[config.mk]
export PLATFORM = sky130hd
export DESIGN_NAME = apb_iob_periph
export DESIGN_NICKNAME = d
export VERILOG_FILES = /design/src/design/iob_pkg.sv /design/src/design/apb_pkg.sv /design/src/design/apb_iob_periph.sv /design/src/design/iob_regfile.sv /design/src/design/apb2iob.sv
export SDC_FILE = /design/constraint.sdc
export NUM_CORES = 1
export LEC_CHECK = 0
export BUFFER_PORTS_ARGS = -buffer_cell sky130_fd_sc_hd__buf_2
export CORE_ASPECT_RATIO = 1.5
export CORE_MARGIN = 8
export CORE_UTILIZATION = 60
export CTS_CLUSTER_DIAMETER = 200
export DETAILED_ROUTE_END_ITERATION = 6
export GPL_TIMING_DRIVEN = 0
export PLACE_DENSITY = 0.78
export REMOVE_ABC_BUFFERS = 1
export SYNTH_ARGS = -nofsm -noshare
export SYNTH_HDL_FRONTEND = slang
export SYNTH_SLANG_ARGS = --single-unit
[constraint.sdc]
create_clock -name clk_i -period 7.5 [get_ports clk_i]
set_clock_uncertainty 0.05 [all_clocks]
set_input_delay 1.125 -clock clk_i [delete_from_list [all_inputs] [get_ports clk_i]]
set_output_delay 1.125 -clock clk_i [all_outputs]
set_load 0.03 [all_outputs]
[src/design/iob_pkg.sv]
package iob_pkg;

   // Register bank size
   localparam int REG_NUM_DEF = 16;  // Number of 32-bit words

   // Wait-state counter, wide enough for latencies 0 to 15
   typedef logic [3:0] lat_cnt_t;

   // Wait states inserted before the next pulse
   localparam lat_cnt_t RD_LAT_DEF = 4'd2;  // Read access
   localparam lat_cnt_t WR_LAT_DEF = 4'd1;  // Write access

endpackage

[src/design/apb_pkg.sv]
package apb_pkg;

   // Bus widths used when the top level is not overridden
   localparam int APB_ADDR_W_DEF = 12;  // Byte address, 4 KiB window
   localparam int APB_DATA_W_DEF = 32;  // One word per transfer

   // The bridge keeps a single bit of request state
   typedef enum logic [0:0] {
      IDLE   = 1'b0,  // Waiting for PSEL
      ACCESS = 1'b1   // IOb request outstanding
   } bridge_phase_t;

endpackage
[src/design/apb_iob_periph.sv]
module apb_iob_periph
   import apb_pkg::*, iob_pkg::*;
#(
   parameter int       APB_ADDR_W = APB_ADDR_W_DEF,
   parameter int       APB_DATA_W = APB_DATA_W_DEF,
   parameter int       REG_NUM    = REG_NUM_DEF,
   parameter lat_cnt_t RD_LAT     = RD_LAT_DEF,
   parameter lat_cnt_t WR_LAT     = WR_LAT_DEF
) (
   input  logic                    clk_i,
   input  logic                    rst_i,

   input  logic                    apb_sel_i,
   input  logic                    apb_enable_i,
   input  logic                    apb_write_i,
   input  logic [APB_ADDR_W-1:0]   apb_addr_i,
   input  logic [APB_DATA_W-1:0]   apb_wdata_i,
   input  logic [APB_DATA_W/8-1:0] apb_wstrb_i,
   output logic [APB_DATA_W-1:0]   apb_rdata_o,
   output logic                    apb_ready_o
);

   // Internal IOb bus matches the APB side
   localparam int ADDR_W = APB_ADDR_W;
   localparam int DATA_W = APB_DATA_W;

   logic                iob_avalid;
   logic [ADDR_W-1:0]   iob_addr;
   logic [DATA_W-1:0]   iob_wdata;
   logic [DATA_W/8-1:0] iob_wstrb;
   logic                iob_rvalid_nxt;
   logic [DATA_W-1:0]   iob_rdata;
   logic                iob_ready_nxt;

   apb2iob #(
      .APB_ADDR_W(APB_ADDR_W),
      .APB_DATA_W(APB_DATA_W),
      .ADDR_W    (ADDR_W),
      .DATA_W    (DATA_W)
   ) u_bridge (
      .clk_i           (clk_i),
      .rst_i           (rst_i),
      .apb_sel_i       (apb_sel_i),
      .apb_enable_i    (apb_enable_i),
      .apb_write_i     (apb_write_i),
      .apb_addr_i      (apb_addr_i),
      .apb_wdata_i     (apb_wdata_i),
      .apb_wstrb_i     (apb_wstrb_i),
      .apb_rdata_o     (apb_rdata_o),
      .apb_ready_o     (apb_ready_o),
      .iob_avalid_o    (iob_avalid),
      .iob_addr_o      (iob_addr),
      .iob_wdata_o     (iob_wdata),
      .iob_wstrb_o     (iob_wstrb),
      .iob_rvalid_nxt_i(iob_rvalid_nxt),
      .iob_rdata_i     (iob_rdata),
      .iob_ready_nxt_i (iob_ready_nxt)
   );

   iob_regfile #(
      .ADDR_W (ADDR_W),
      .DATA_W (DATA_W),
      .REG_NUM(REG_NUM),
      .RD_LAT (RD_LAT),
      .WR_LAT (WR_LAT)
   ) u_regfile (
      .clk_i           (clk_i),
      .rst_i           (rst_i),
      .iob_avalid_i    (iob_avalid),
      .iob_addr_i      (iob_addr),
      .iob_wdata_i     (iob_wdata),
      .iob_wstrb_i     (iob_wstrb),
      .iob_rvalid_nxt_o(iob_rvalid_nxt),
      .iob_rdata_o     (iob_rdata),
      .iob_ready_nxt_o (iob_ready_nxt)
   );

endmodule

[src/design/iob_regfile.sv]
module iob_regfile
   import iob_pkg::*;
#(
   parameter int       ADDR_W  = 12,           // Byte address width
   parameter int       DATA_W  = 32,           // Register width
   parameter int       REG_NUM = REG_NUM_DEF,  // Number of registers
   parameter lat_cnt_t RD_LAT  = RD_LAT_DEF,   // Read wait states
   parameter lat_cnt_t WR_LAT  = WR_LAT_DEF    // Write wait states
) (
   input  logic                clk_i,
   input  logic                rst_i,

   input  logic                iob_avalid_i,
   input  logic [ADDR_W-1:0]   iob_addr_i,
   input  logic [DATA_W-1:0]   iob_wdata_i,
   input  logic [DATA_W/8-1:0] iob_wstrb_i,
   output logic                iob_rvalid_nxt_o,
   output logic [DATA_W-1:0]   iob_rdata_o,
   output logic                iob_ready_nxt_o
);

   localparam int STRB_W   = DATA_W / 8;
   localparam int BYTE_OFF = $clog2(STRB_W);
   localparam int IDX_W    = (REG_NUM > 1) ? $clog2(REG_NUM) : 1;

   logic [DATA_W-1:0] regs [REG_NUM];

   logic              busy;  // Request taken and waiting for avalid to drop
   logic              done;  // Next pulse already issued for this request
   lat_cnt_t          cnt;
   lat_cnt_t          cnt_cur;
   lat_cnt_t          lat;
   logic              is_write;
   logic              pulse;
   logic [ADDR_W-1:0] word_addr;
   logic [IDX_W-1:0]  idx;
   logic              in_range;

   assign is_write = |iob_wstrb_i;
   assign lat      = is_write ? WR_LAT : RD_LAT;

   // First avalid cycle of a request counts as zero
   assign cnt_cur = busy ? cnt : '0;
   assign pulse   = iob_avalid_i && !done && (cnt_cur == lat);

   assign iob_ready_nxt_o  = pulse && is_write;   // Write finished
   assign iob_rvalid_nxt_o = pulse && !is_write;  // Read data lands next cycle

   // Word addressing with the byte offset dropped
   assign word_addr = iob_addr_i >> BYTE_OFF;
   assign in_range  = (word_addr < ADDR_W'(REG_NUM));
   assign idx       = word_addr[IDX_W-1:0];

   always_ff @(posedge clk_i) begin
      if (rst_i) begin
         busy <= 1'b0;
         done <= 1'b0;
         cnt  <= '0;
      end else if (!iob_avalid_i) begin  // Bridge back in idle
         busy <= 1'b0;
         done <= 1'b0;
      end else if (!busy) begin  // New request
         busy <= 1'b1;
         done <= pulse;
         cnt  <= lat_cnt_t'(1);
      end else if (!done) begin
         if (pulse) begin
            done <= 1'b1;
         end else begin
            cnt <= cnt + 1'b1;
         end
      end
   end

   // Storage update on the completing cycle
   always_ff @(posedge clk_i) begin
      if (rst_i) begin
         for (int i = 0; i < REG_NUM; i++) begin
            regs[i] <= '0;
         end
      end else if (pulse && is_write && in_range) begin
         for (int b = 0; b < STRB_W; b++) begin
            if (iob_wstrb_i[b]) begin
               regs[idx][b*8 +: 8] <= iob_wdata_i[b*8 +: 8];  // Strobed byte only
            end
         end
      end
   end

   // Read data held until the next read completes
   always_ff @(posedge clk_i) begin
      if (pulse && !is_write) begin
         iob_rdata_o <= in_range ? regs[idx] : '0;  // Out of range reads zero
      end
   end

endmodule

[src/design/apb2iob.sv]
module apb2iob
   import apb_pkg::*;
#(
   parameter int APB_ADDR_W = APB_ADDR_W_DEF,  // APB address width
   parameter int APB_DATA_W = APB_DATA_W_DEF,  // APB data width
   parameter int ADDR_W     = APB_ADDR_W,      // IOb address width
   parameter int DATA_W     = APB_DATA_W       // IOb data width
) (
   input  logic                    clk_i,
   input  logic                    rst_i,

   // APB slave side
   input  logic                    apb_sel_i,
   input  logic                    apb_enable_i,
   input  logic                    apb_write_i,
   input  logic [APB_ADDR_W-1:0]   apb_addr_i,
   input  logic [APB_DATA_W-1:0]   apb_wdata_i,
   input  logic [APB_DATA_W/8-1:0] apb_wstrb_i,
   output logic [APB_DATA_W-1:0]   apb_rdata_o,
   output logic                    apb_ready_o,

   // IOb master side
   output logic                    iob_avalid_o,
   output logic [ADDR_W-1:0]       iob_addr_o,
   output logic [DATA_W-1:0]       iob_wdata_o,
   output logic [DATA_W/8-1:0]     iob_wstrb_o,
   input  logic                    iob_rvalid_nxt_i,
   input  logic [DATA_W-1:0]       iob_rdata_i,
   input  logic                    iob_ready_nxt_i
);

   localparam int STRB_W = DATA_W / 8;

   bridge_phase_t phase;
   bridge_phase_t phase_nxt;
   logic          apb_ready_nxt;

   always_comb begin
      phase_nxt     = phase;
      apb_ready_nxt = 1'b0;
      case (phase)
         IDLE: begin
            if (apb_sel_i) begin  // Setup cycle seen
               phase_nxt = ACCESS;
            end
         end
         ACCESS: begin
            // Pick the pulse that matches the transfer direction
            apb_ready_nxt = apb_write_i ? iob_ready_nxt_i : iob_rvalid_nxt_i;
            if (apb_enable_i && apb_ready_o) begin  // Transfer completes
               phase_nxt = IDLE;
            end
         end
         default: begin
            phase_nxt = IDLE;
         end
      endcase
   end

   always_ff @(posedge clk_i) begin
      if (rst_i) begin
         phase       <= IDLE;
         apb_ready_o <= 1'b0;
      end else begin
         phase       <= phase_nxt;
         apb_ready_o <= apb_ready_nxt;  // One cycle behind the IOb pulse
      end
   end

   assign iob_avalid_o = (phase == ACCESS);

   // Payload is held by the APB master, so it passes straight through
   assign iob_addr_o  = ADDR_W'(apb_addr_i);
   assign iob_wdata_o = DATA_W'(apb_wdata_i);
   assign iob_wstrb_o = apb_write_i ? STRB_W'(apb_wstrb_i) : '0;  // Reads carry no strobe
   assign apb_rdata_o = APB_DATA_W'(iob_rdata_i);

endmodule

# Word level (Yosys, flattened, before mapping)
# Memory sizes are Yosys's and may differ from the RTL's. A register that Yosys moved wholly into a read port is not among the register bits.
# Cells that the tools add are included.
# word_totals
output_inout_bits	33
rom_bits	0
mem_count	1
in_bits	53
ram_bits	512
latchBits	0
word_cells	60
reg_bits	8
# memory_table
memory	words	word_bits	rd	rd_clocked_by_memory_dff	wr	line	text
u_regfile.regs	16	32	1	1	16	iob_regfile.sv:26	logic [DATA_W-1:0] regs [REG_NUM];
# op_classes
eq_ne	3
magnitude_cmp	1
n_mul	0
div	0
muxes	35
n_bitwise	1
addsub	1
n_shift	0
reduce_logical	13
# op_table
operator	n
$mux 32	1
$reduce_or 32->1	1
$mux 4	7
$mux 1	25
$lt 10x5->1 const B	1
$logic_and 1x1->1	6
$add 4x1->4 const B	1
$eq 4x4->1	1
$ne 2x2->1 const B	2
$reduce_or 4->1	1
$logic_not 1->1	3
$reduce_and 3->1	1
$mux 2	1
$pmux 1 s2	1
$reduce_or 2->1	1
$not 1->1	1

# Depth between registers and ports, before layout
# Gate-level depths: netlist of the first run.
# logic_depth
word_depth	12
ltp_mapped	8
mapped_depth_nobuf	5

# Cells and area by module
# From an unflattened synthesis of the first run, not the netlist that was laid out.
# unflattened
hier_cells	1734
area_unflattened_um2	25132.9
# by_module_without_submodules
module	area_each_um2	seq_area_each_um2	cells_per_inst	n_inst
iob_regfile	24457.2	16455.8	1648	1
apb2iob	675.6	40.0	86	1

# Worst setup path before layout of the first run
# Ideal clock, no wire load.
# synth_path
kind	input -> register
from	input port apb_wstrb_i[2]
to	register u_regfile.iob_rdata_o[0], read port of u_regfile.regs, enable pin
setup_slack_ps	2195
setup_ps	502
path_stages	3
arrival_ps	4753
t_required_ps	6948
path_buffers	0
path_cell_list	o41ai_4 nand2_1 nor4_1
# synth_between
elab_chain_len	6
elab_cells_between_ends	7
classes_between	1 x eq/ne; 2 x mux; 4 x reduce/logical
# synth_lines
item	line	text
start: declaration	apb_iob_periph.sv:18	input logic [APB_DATA_W/8-1:0] apb_wstrb_i,
$mux 4 *	apb2iob.sv:75	assign iob_wstrb_o = apb_write_i ? STRB_W'(apb_wstrb_i) : '0;
$reduce_or 4->1 *	iob_regfile.sv:39	assign is_write = |iob_wstrb_i;
$mux 2	iob_regfile.sv:40	assign lat = is_write ? WR_LAT : RD_LAT;
$eq 4x4->1	iob_regfile.sv:44	assign pulse = iob_avalid_i && !done && (cnt_cur == lat);
$logic_and 1x1->1	iob_regfile.sv:44	
$logic_and 1x1->1 *	n/a	
named net iob_rvalid_nxt	apb_iob_periph.sv:31	logic iob_rvalid_nxt;
end: declaration	iob_regfile.sv:18	output logic [DATA_W-1:0] iob_rdata_o,
# The timed path passes the listed nets; every way through them passes the cells marked *.
# A chain may end at the register's enable or synchronous reset.

==> impl_metrics.csv, run 1 <==
group,metric,value,unit
route,drc,1,
power_and_ir_drop,seq_power_share,56.6,%
layout,diodes,0,
cts,clkLatencyLatePin,570,ps
worst_setup_path,reg2reg_from,"u_bridge.iob_avalid_o",
logic_synthesis,ys_seq_area_share,67.9,%
route,wl_per_cell,26.3,µm
sta,finalMaxSlewViolations,0,
cts,path_clk_slew,70,ps
sta,final.period_utilization,60.4,%
layout,area_growth,9.73,%
cts,cts_buffer_depth,3,
route,drt_pre_antenna_iters,7,
layout,final_cell_mix,"edfxtp_1, nor2_1, mux4_2",
cts,cts_max_level,2,
status,status,"complete, but fails checks",
worst_setup_path,crit_fanout,35,
global_route,first_global_vias,15036,
power_and_ir_drop,powerDensity,232,nW/µm²
sta,rsz0062_at_grt,"no",
route,first_iter_violations,1537,
route,totalWireLength,58300,µm
sta,finalCriticalPeriod,4530,ps
cts,holdBufCountCts,0,
sta,worstMarginPinSlew,1200,ps
logic_synthesis,synth_area_leaders,"edfxtp_1, mux4_2, nor2_1",
route,avgViaCountPerCell,6.48,
logic_synthesis,synthArstFlopShare,0,%
placed_design,io_buffers,83,
power_and_ir_drop,ir_drop,0.162,mV
layout,stdcell_area,26700,µm²
floorplan,num_rows,90,
worst_setup_path,start_kind,"input pin",
layout,seq_area,16500,µm²
cts,cts_resized,0,
placed_design,placed_cell_area,25300,µm²
floorplan,io-pin-count,86,
logic_synthesis,synth-seq-cells,552,
cts,cts_tree,"built",
worst_hold_path,hold_path.class,"flop to flop",
power_and_ir_drop,switchingPower,1.34,mW
global_route,grt_overflow,0,
logic_synthesis,synth-main-ff-cell,"edfxtp_1",
floorplan,die_area,47300,µm²
global_route,grt_max_degree,84,
layout,fillers,2689,
global_route,antenna_found_initial,1,
sta,finalSetupViolCount,0,
cts,cts_setup_buffers,0,
layout,final_common_cell,"edfxtp_1",
cts,cts.root.buffer_cell,"clkbuf_16",
layout,nNetsFinal,1729,
logic_synthesis,synth_cell_types,46,
floorplan,core,40100,µm²
logic_synthesis,postSynthAreaPerCell,14.5,µm²
sta,hold_viol_final,0,
run,maxCapViolations,0,
worst_setup_path,cp_data_arrival_time,4670,ps
logic_synthesis,synth_cells,1673,
worst_hold_path,hold_start,"u_bridge.apb_ready_o",
floorplan,initial_core_util,60.6,%
worst_setup_path,startpoint,"apb_addr_i[9]",
power_and_ir_drop,p_leak,8.93,nW
global_route,grt_pass1_wl,87100,µm
cts,cts_inserted_buffers,47,
placed_design,place_hpwl,37500,µm
sta,max_freq,0.221,GHz
logic_synthesis,synth_top_area_cell,"edfxtp_1",
floorplan,die_h,262,µm
logic_synthesis,netlist.area_leader.share,67.2,%
power_and_ir_drop,pwr-share-clk,37.3,%
logic_synthesis,yosysWarningCount,0,
layout,multi_input_area,7160,µm²
power_and_ir_drop,p_int,4.85,mW
layout,utilization,66.5,%
power_and_ir_drop,power_switching_share,21.7,%
status,violations,"DRC",
logic_synthesis,syn-cell-area,24300,µm²
route,final_antenna_net_count,0,
global_route,gr-usage-all-layers,24.2,%
cts,cts.sinks,552,
layout,layout-drive-gt1-share,18.8,%
floorplan,fp.dieW,180,µm
sta,max-slew-margin-rel,19.8,%
worst_setup_path,crit_path_end_kind,"flop",
placed_design,place_congestion,0.801,
power_and_ir_drop,combPwrFrac,6.1,%
worst_setup_path,cp.required,7640,ps
logic_synthesis,synth_edf_count,544,
worst_setup_path,criticalPathCategory,"input pin to flop",
route,via_count,14362,
-- power by group through the flow --
stage | combinational, mW | clock, mW | sequential (mW)
6_report | 0.380 | 2.31 | 3.50
5_1_grt | 0.402 | 2.41 | 3.51
4_1_cts | 0.381 | 2.31 | 3.50
3_5_place_dp | 0.379 | 0 | 3.57
3_3_place_gp | 0.380 | 0 | 3.56
2_1_floorplan | 0.220 | 0 | 3.55
-- routing by layer --
| metal | global-route usage [%] | share of wire, % | vias to the layer above |
|---|---|---|---|
| li1 | - | - | 6205 |
| met1 | 26.0 | 32 | 7213 |
| met2 | 45.1 | 55 | 761 |
| met3 | 4.37 | 8.1 | 181 |
| met4 | 11.6 | 4.4 | 2 |
| met5 | 0 | 0.022 | - |
-- synth_stat cells (2+ instances only) --
cell type  instances
nor2b_1           39
and4b_1            2
nand4_1            2
and3_1             2
buf_6              5
dfxtp_1            8
nand3_1           15
a211oi_1          66
nor2_1           521
buf_4              2
nand4_2            3
nor4_1             2
clkbuf_1          73
nand2_1           48
buf_2             72
or3_1              2
a21oi_1            3
or2_2              2
nand4_4            2
edfxtp_1         544
inv_1              2
nand3b_1           4
mux2i_1           32
o21ai_0            3
and2_1             9
mux4_2           128
a41o_1             2
o21bai_1          61
nand2b_1           2
-- stage by stage --
step / setup TNS [ps] / power (mW) / setup slack (ps) / cells / hold WS (ps)
after floorplan: 0 / 3.77 / 2200 / 1520 / 409
after global placement: -78180 / 3.94 / -826 / 2109 / 391
after detailed placement: 0 / 3.95 / 2370 / 2132 / 401
after CTS: 0 / 6.19 / 3000 / 2216 / 410
after global routing: 0 / 6.32 / 2820 / 2216 / 421
final: 0 / 6.19 / 2970 / 2216 / 412
-- cells by family (layout without fill, tap and decap cells) --
logic type,count (synthesis),in the layout,synth area share [%]
flops,552,552,67.9
buf+inv,155,192,2.96
simple gates,661,661,11.4
compound gates,144,144,4.51
mux,160,160,13.2
fa+ha+maj,1,1,0.0515
-- registers in the layout (all words and copies together) (netlist names) --
register,count
u_regfile.regs,512
u_regfile.done,1
u_bridge.apb_ready_o,1
u_bridge.iob_avalid_o,1
u_regfile.cnt,4
u_regfile.busy,1
u_regfile.iob_rdata_o,32
-- worst paths after layout --
kind	end	slack (ps)	cells after the start
setup / recovery	u_regfile.regs[14][28]	2970	5
setup reg to reg	u_regfile.regs[15][1]	3540	5
hold reg to reg	u_bridge.iob_avalid_o	410	1
hold / removal	u_bridge.iob_avalid_o	410	1
-- area by class of cell --
| class | count | share of cell area (%) |
|---|---|---|
| tap | 506 | 2.37 |
| clock buffer | 59 | 4.74 |
| sequential | 552 | 61.9 |
| clock inverter | 25 | 0.530 |
| timing repair buffer | 106 | 3.59 |
| inverter | 2 | 0.0282 |
| multi-input combinational | 966 | 26.9 |
-- worst max-delay path, cell delays in order --
cell	delay [ps]
buf_2	100
nor4_1	770
and4bb_2	730
nand4_4	790
o21bai_1	1150
Power figures use the tool's default switching activity.
==> inputs of run 2 (changes only) <==
clock period = 4.4 ns   (was 7.5 ns; I/O delays follow)
==> impl_metrics.csv, run 2 (same netlist as run 1, synthesis figures left out) <==
group,metric,value,unit
status,status,"finished clean",
floorplan,die_area,47300,µm²
layout,post_layout_nonfiller_instances,2216,
route,via_count,14396,
layout,diodes,0,
worst_setup_path,cp.required,4540,ps
placed_design,io_buffers,83,
route,first_iter_violations,1500,
placed_design,dp.cells,2132,
cts,cts.root.buffer_cell,"clkbuf_16",
worst_setup_path,rr_endpoint,"u_regfile.regs[15][1]",
power_and_ir_drop,ir_drop,0.276,mV
route,totalWireLength,58300,µm
cts,cts_max_level,2,
global_route,antenna_found_initial,1,
power_and_ir_drop,powerDensity,396,nW/µm²
floorplan,io-pin-count,86,
floorplan,core,40100,µm²
sta,worstMarginPinSlew,1160,ps
global_route,first_global_vias,15040,
floorplan,num_rows,90,
cts,cts_resized,0,
global_route,grt_max_degree,84,
cts,clkLatencyLatePin,570,ps
worst_hold_path,min_to,"u_bridge.iob_avalid_o",
floorplan,initial_core_util,60.6,%
worst_hold_path,min_path_cells,2,
cts,path_clk_slew,70,ps
power_and_ir_drop,p_leak,8.93,nW
sta,rsz0062_at_grt,"no",
route,avgViaCountPerCell,6.50,
sta,fin_tns_setup,0,ps
route,drt_pre_antenna_iters,5,
global_route,grt_pass1_wl,87100,µm
route,drc,0,
layout,final_cell_mix,"edfxtp_1, nor2_1, mux4_2",
worst_setup_path,regToRegSetupSlack,460,ps
worst_setup_path,crit_path_end_kind,"flop",
worst_setup_path,crit_fanout,35,
cts,cts_tree,"built",
layout,nNetsFinal,1729,
worst_setup_path,reg2reg_from,"u_bridge.iob_avalid_o",
sta,max_freq,0.243,GHz
worst_setup_path,cp_data_arrival_time,4250,ps
floorplan,fp.dieW,180,µm
floorplan,die_h,262,µm
sta,finalMaxSlewViolations,0,
cts,cts_inserted_buffers,47,
cts,cts.sinks,552,
placed_design,place_congestion,0.801,
sta,finalCriticalPeriod,4110,ps
layout,layout-drive-gt1-share,18.8,%
global_route,grt_overflow,0,
cts,cts_buffer_depth,3,
layout,regMostFlops,"u_regfile.regs",
worst_hold_path,hold_path.class,"input pin to flop",
worst_setup_path,r2r_cells,5,
cts,holdBufCountCts,0,
global_route,gr-usage-all-layers,24.2,%
layout,largest_reg_flops,512,
sta,final.period_utilization,93.4,%
cts,cts_setup_buffers,0,
worst_setup_path,criticalPathCategory,"input pin to flop",
sta,max-slew-margin-rel,22.6,%
worst_setup_path,start_kind,"input pin",
sta,finalSetupViolCount,0,
worst_setup_path,startpoint,"apb_addr_i[9]",
layout,final_common_cell,"edfxtp_1",
sta,timing.final.ws_setup,290,ps
worst_hold_path,hold_start,"apb_enable_i",
sta,hold_viol_final,0,
layout,area_growth,9.73,%
layout,reg_top3,"u_regfile.regs: 512 flops, u_regfile.iob_rdata_o: 32 flops, u_regfile.cnt: 4 flops",
placed_design,place_hpwl,37500,µm
route,final_antenna_net_count,0,
run,maxCapViolations,0,
layout,utilization,66.5,%
route,wl_per_cell,26.3,µm
placed_design,pre_cts_ws,-260,ps
[run 2: cell counts in the layout (fill, tap and decap cells not counted)]
Identical to the previous run, type by type.
[run 2: metrics by stage]
| stage | hold WS [ps] | area [µm²] | power, mW |
|---|---|---|---|
| finish | 243 | 26700 | 10.5 |
| floorplan | 409 | 23600 | 6.43 |
| CTS | 228 | 26700 | 10.6 |
| global placement | 391 | 24600 | 6.72 |
| detailed placement | 401 | 25300 | 6.73 |
| global route | 234 | 26700 | 10.8 |
[run 2: cell type report]
cell class / instances / area [µm²]
clock buffer: 59 / 1260
sequential: 552 / 16500
tap: 506 / 633
timing repair buffer: 106 / 957
inverter: 2 / 7.51
clock inverter: 25 / 141
multi-input combinational: 966 / 7160
fill: 2689 / 13400
[run 2: where the power goes]
| group | internal (mW) | switching (mW) | leakage (nW) | total (mW) |
|---|---|---|---|---|
| logic | 0.250 | 0.398 | 2.57 | 0.648 |
| registers | 5.92 | 0.0524 | 5.69 | 5.97 |
| clock network | 2.09 | 1.84 | 0.684 | 3.93 |
| total | 8.26 | 2.29 | 8.93 | 10.5 |
[run 2: worst max-delay path, stage by stage]
cell and delay (ps):
buf_2 100, nor4_1 810, and4bb_2 730, nand4_4 790, o21bai_1 1150
[run 2: how the worst max path moves through the flow]
| stage | to | slack, ps | cells past startpoint |
|---|---|---|---|
| floorplan | u_regfile.iob_rdata_o[0] | -440 | 3 |
| global placement | u_regfile.regs[15][5] | -3460 | 4 |
| detailed placement | u_regfile.regs[14][26] | -260 | 5 |
| CTS | u_regfile.regs[14][31] | 370 | 5 |
| global route | u_regfile.regs[14][29] | 180 | 5 |
| finish | u_regfile.regs[14][28] | 290 | 5 |
[run 2: routing by layer]
metal / track usage [%] / wire (µm)
met5: 0 / 13
met2: 45.1 / 32000
met3: 4.37 / 4710
met4: 11.6 / 2610
met1: 26.0 / 18900
==> inputs of run 3 (changes only) <==
CORE_ASPECT_RATIO = 0.75   (was 1.5)
clock period = 4.34 ns   (was 4.4 ns; I/O delays follow)
==> impl_metrics.csv, run 3 (same netlist as run 1, synthesis figures left out) <==
group,metric,value,unit
status,status,"finished clean",
floorplan,io-pin-count,86,
sta,finalMaxSlewViolations,0,
layout,final_cell_mix,"edfxtp_1, nor2_1, mux4_2",
layout,multi_input_area,7160,µm²
cts,cts.root.buffer_cell,"clkbuf_16",
floorplan,fp.dieW,248,µm
floorplan,initial_core_util,60.2,%
floorplan,die_h,190,µm
route,drc,0,
sta,rsz0062_at_grt,"no",
power_and_ir_drop,powerDensity,422,nW/µm²
cts,cts.sinks,552,
floorplan,die_area,47300,µm²
cts,cts_tree,"built",
route,final_antenna_net_count,0,
layout,regMostFlops,"u_regfile.regs",
sta,final.period_utilization,92.8,%
sta,hold_viol_final,0,
layout,reg_top3,"u_regfile.regs: 512 flops, u_regfile.iob_rdata_o: 32 flops, u_regfile.cnt: 4 flops",
worst_setup_path,cpMaxStageDelayCell,"o21bai_1",
placed_design,place_hpwl,36800,µm
worst_setup_path,crit_chain,"buf_6 -> buf_16 -> nand3b_1 -> nor2_1 -> nand3_2 -> o21bai_1",
worst_setup_path,crit_fanout,61,
worst_setup_path,crit_path_end_kind,"flop",
sta,max_freq,0.248,GHz
cts,cts_inserted_buffers,51,
cts,cts_setup_buffers,0,
cts,cts_resized,0,
layout,diodes,0,
sta,timing.final.ws_setup,311,ps
worst_setup_path,path_delay_family,"simple AND/OR/NAND/NOR gates",
worst_setup_path,critPathMaxStageDelay,1130,ps
placed_design,pre_cts_ws,-325,ps
global_route,grt_max_degree,80,
worst_setup_path,cp_data_arrival_time,4180,ps
run,maxCapViolations,0,
sta,worstMarginPinSlew,1240,ps
route,totalWireLength,60000,µm
sta,finalSetupViolCount,0,
layout,area_growth,10.3,%
floorplan,core,40400,µm²
layout,seq_area,16500,µm²
power_and_ir_drop,ir_drop,0.315,mV
layout,layout-drive-gt1-share,19.1,%
layout,largest_reg_flops,512,
global_route,grt_overflow,0,
cts,cts_max_level,2,
global_route,grt_pass1_wl,89300,µm
cts,holdBufCountCts,0,
global_route,antenna_found_initial,0,
layout,final_common_cell,"edfxtp_1",
placed_design,place_congestion,0.786,
route,wl_per_cell,26.8,µm
route,first_iter_violations,1845,
cts,path_clk_slew,60,ps
global_route,gr-usage-all-layers,25.5,%
cts,clkLatencyLatePin,580,ps
worst_setup_path,cp.required,4490,ps
sta,fin_tns_setup,0,ps
route,via_count,14674,
sta,finalCriticalPeriod,4030,ps
worst_setup_path,critPathBufInv,2,
route,avgViaCountPerCell,6.55,
worst_hold_path,hold_path.class,"input pin to flop",
placed_design,io_buffers,83,
power_and_ir_drop,p_leak,8.99,nW
power_and_ir_drop,power.total,11.3,mW
sta,max-slew-margin-rel,15.0,%
layout,fillers,2824,
cts,cts_buffer_depth,3,
layout,nNetsFinal,1729,
floorplan,num_rows,64,
route,drt_pre_antenna_iters,5,
worst_setup_path,start_kind,"input pin",
global_route,first_global_vias,14683,
worst_setup_path,criticalPathCategory,"input pin to flop",
run 3: final cells by class:
class | instances | share of cell area [%]
multi-input cells | 966 | 26.7
inverters | 2 | 0.0280
well taps | 528 | 2.46
repair buffers | 102 | 3.00
flip-flops and latches | 552 | 61.5
clock buffers | 65 | 5.12
clock inverters | 27 | 1.12
run 3: worst paths after layout:
| path | from | endpoint | slack (ps) | cells past startpoint |
|---|---|---|---|---|
| min | apb_enable_i | u_bridge.iob_avalid_o | 240 | 2 |
| max | apb_addr_i[5] | u_regfile.regs[8][6] | 310 | 6 |
| max reg2reg | u_bridge.iob_avalid_o | u_regfile.regs[14][6] | 320 | 3 |
| min reg2reg | u_bridge.apb_ready_o | u_bridge.iob_avalid_o | 420 | 1 |
run 3: through the flow:
step,util [%],std cells,instance area [µm²],hold WS [ps]
final,66.4,2242,26800,238
after global placement,61.1,2131,24700,393
after floorplan,-,1520,23600,409
after detailed placement,62.3,2150,25100,416
after CTS,66.4,2242,26800,218
after global routing,66.4,2242,26800,243
run 3: metal layers:
metal	global-route usage [%]	share of wire [%]
met5	0	0
met4	8.05	2.8
met3	5.89	11
met2	40.6	48
met1	35.1	39
run 3: worst reg2reg max path: cells and delay by family, from the launching register on:
kind,cells,cell delay [ps]
AO/OA/AOI/OAI,1,1150
AND/OR/NAND/NOR,2,1670
flip-flops,1,780
run 3: where the power goes:
| part | leakage (nW) | internal (mW) | switching (mW) |
|---|---|---|---|
| combinational | 2.49 | 0.253 | 0.421 |
| sequential | 5.69 | 6.00 | 0.0537 |
| clock | 0.819 | 2.64 | 1.93 |
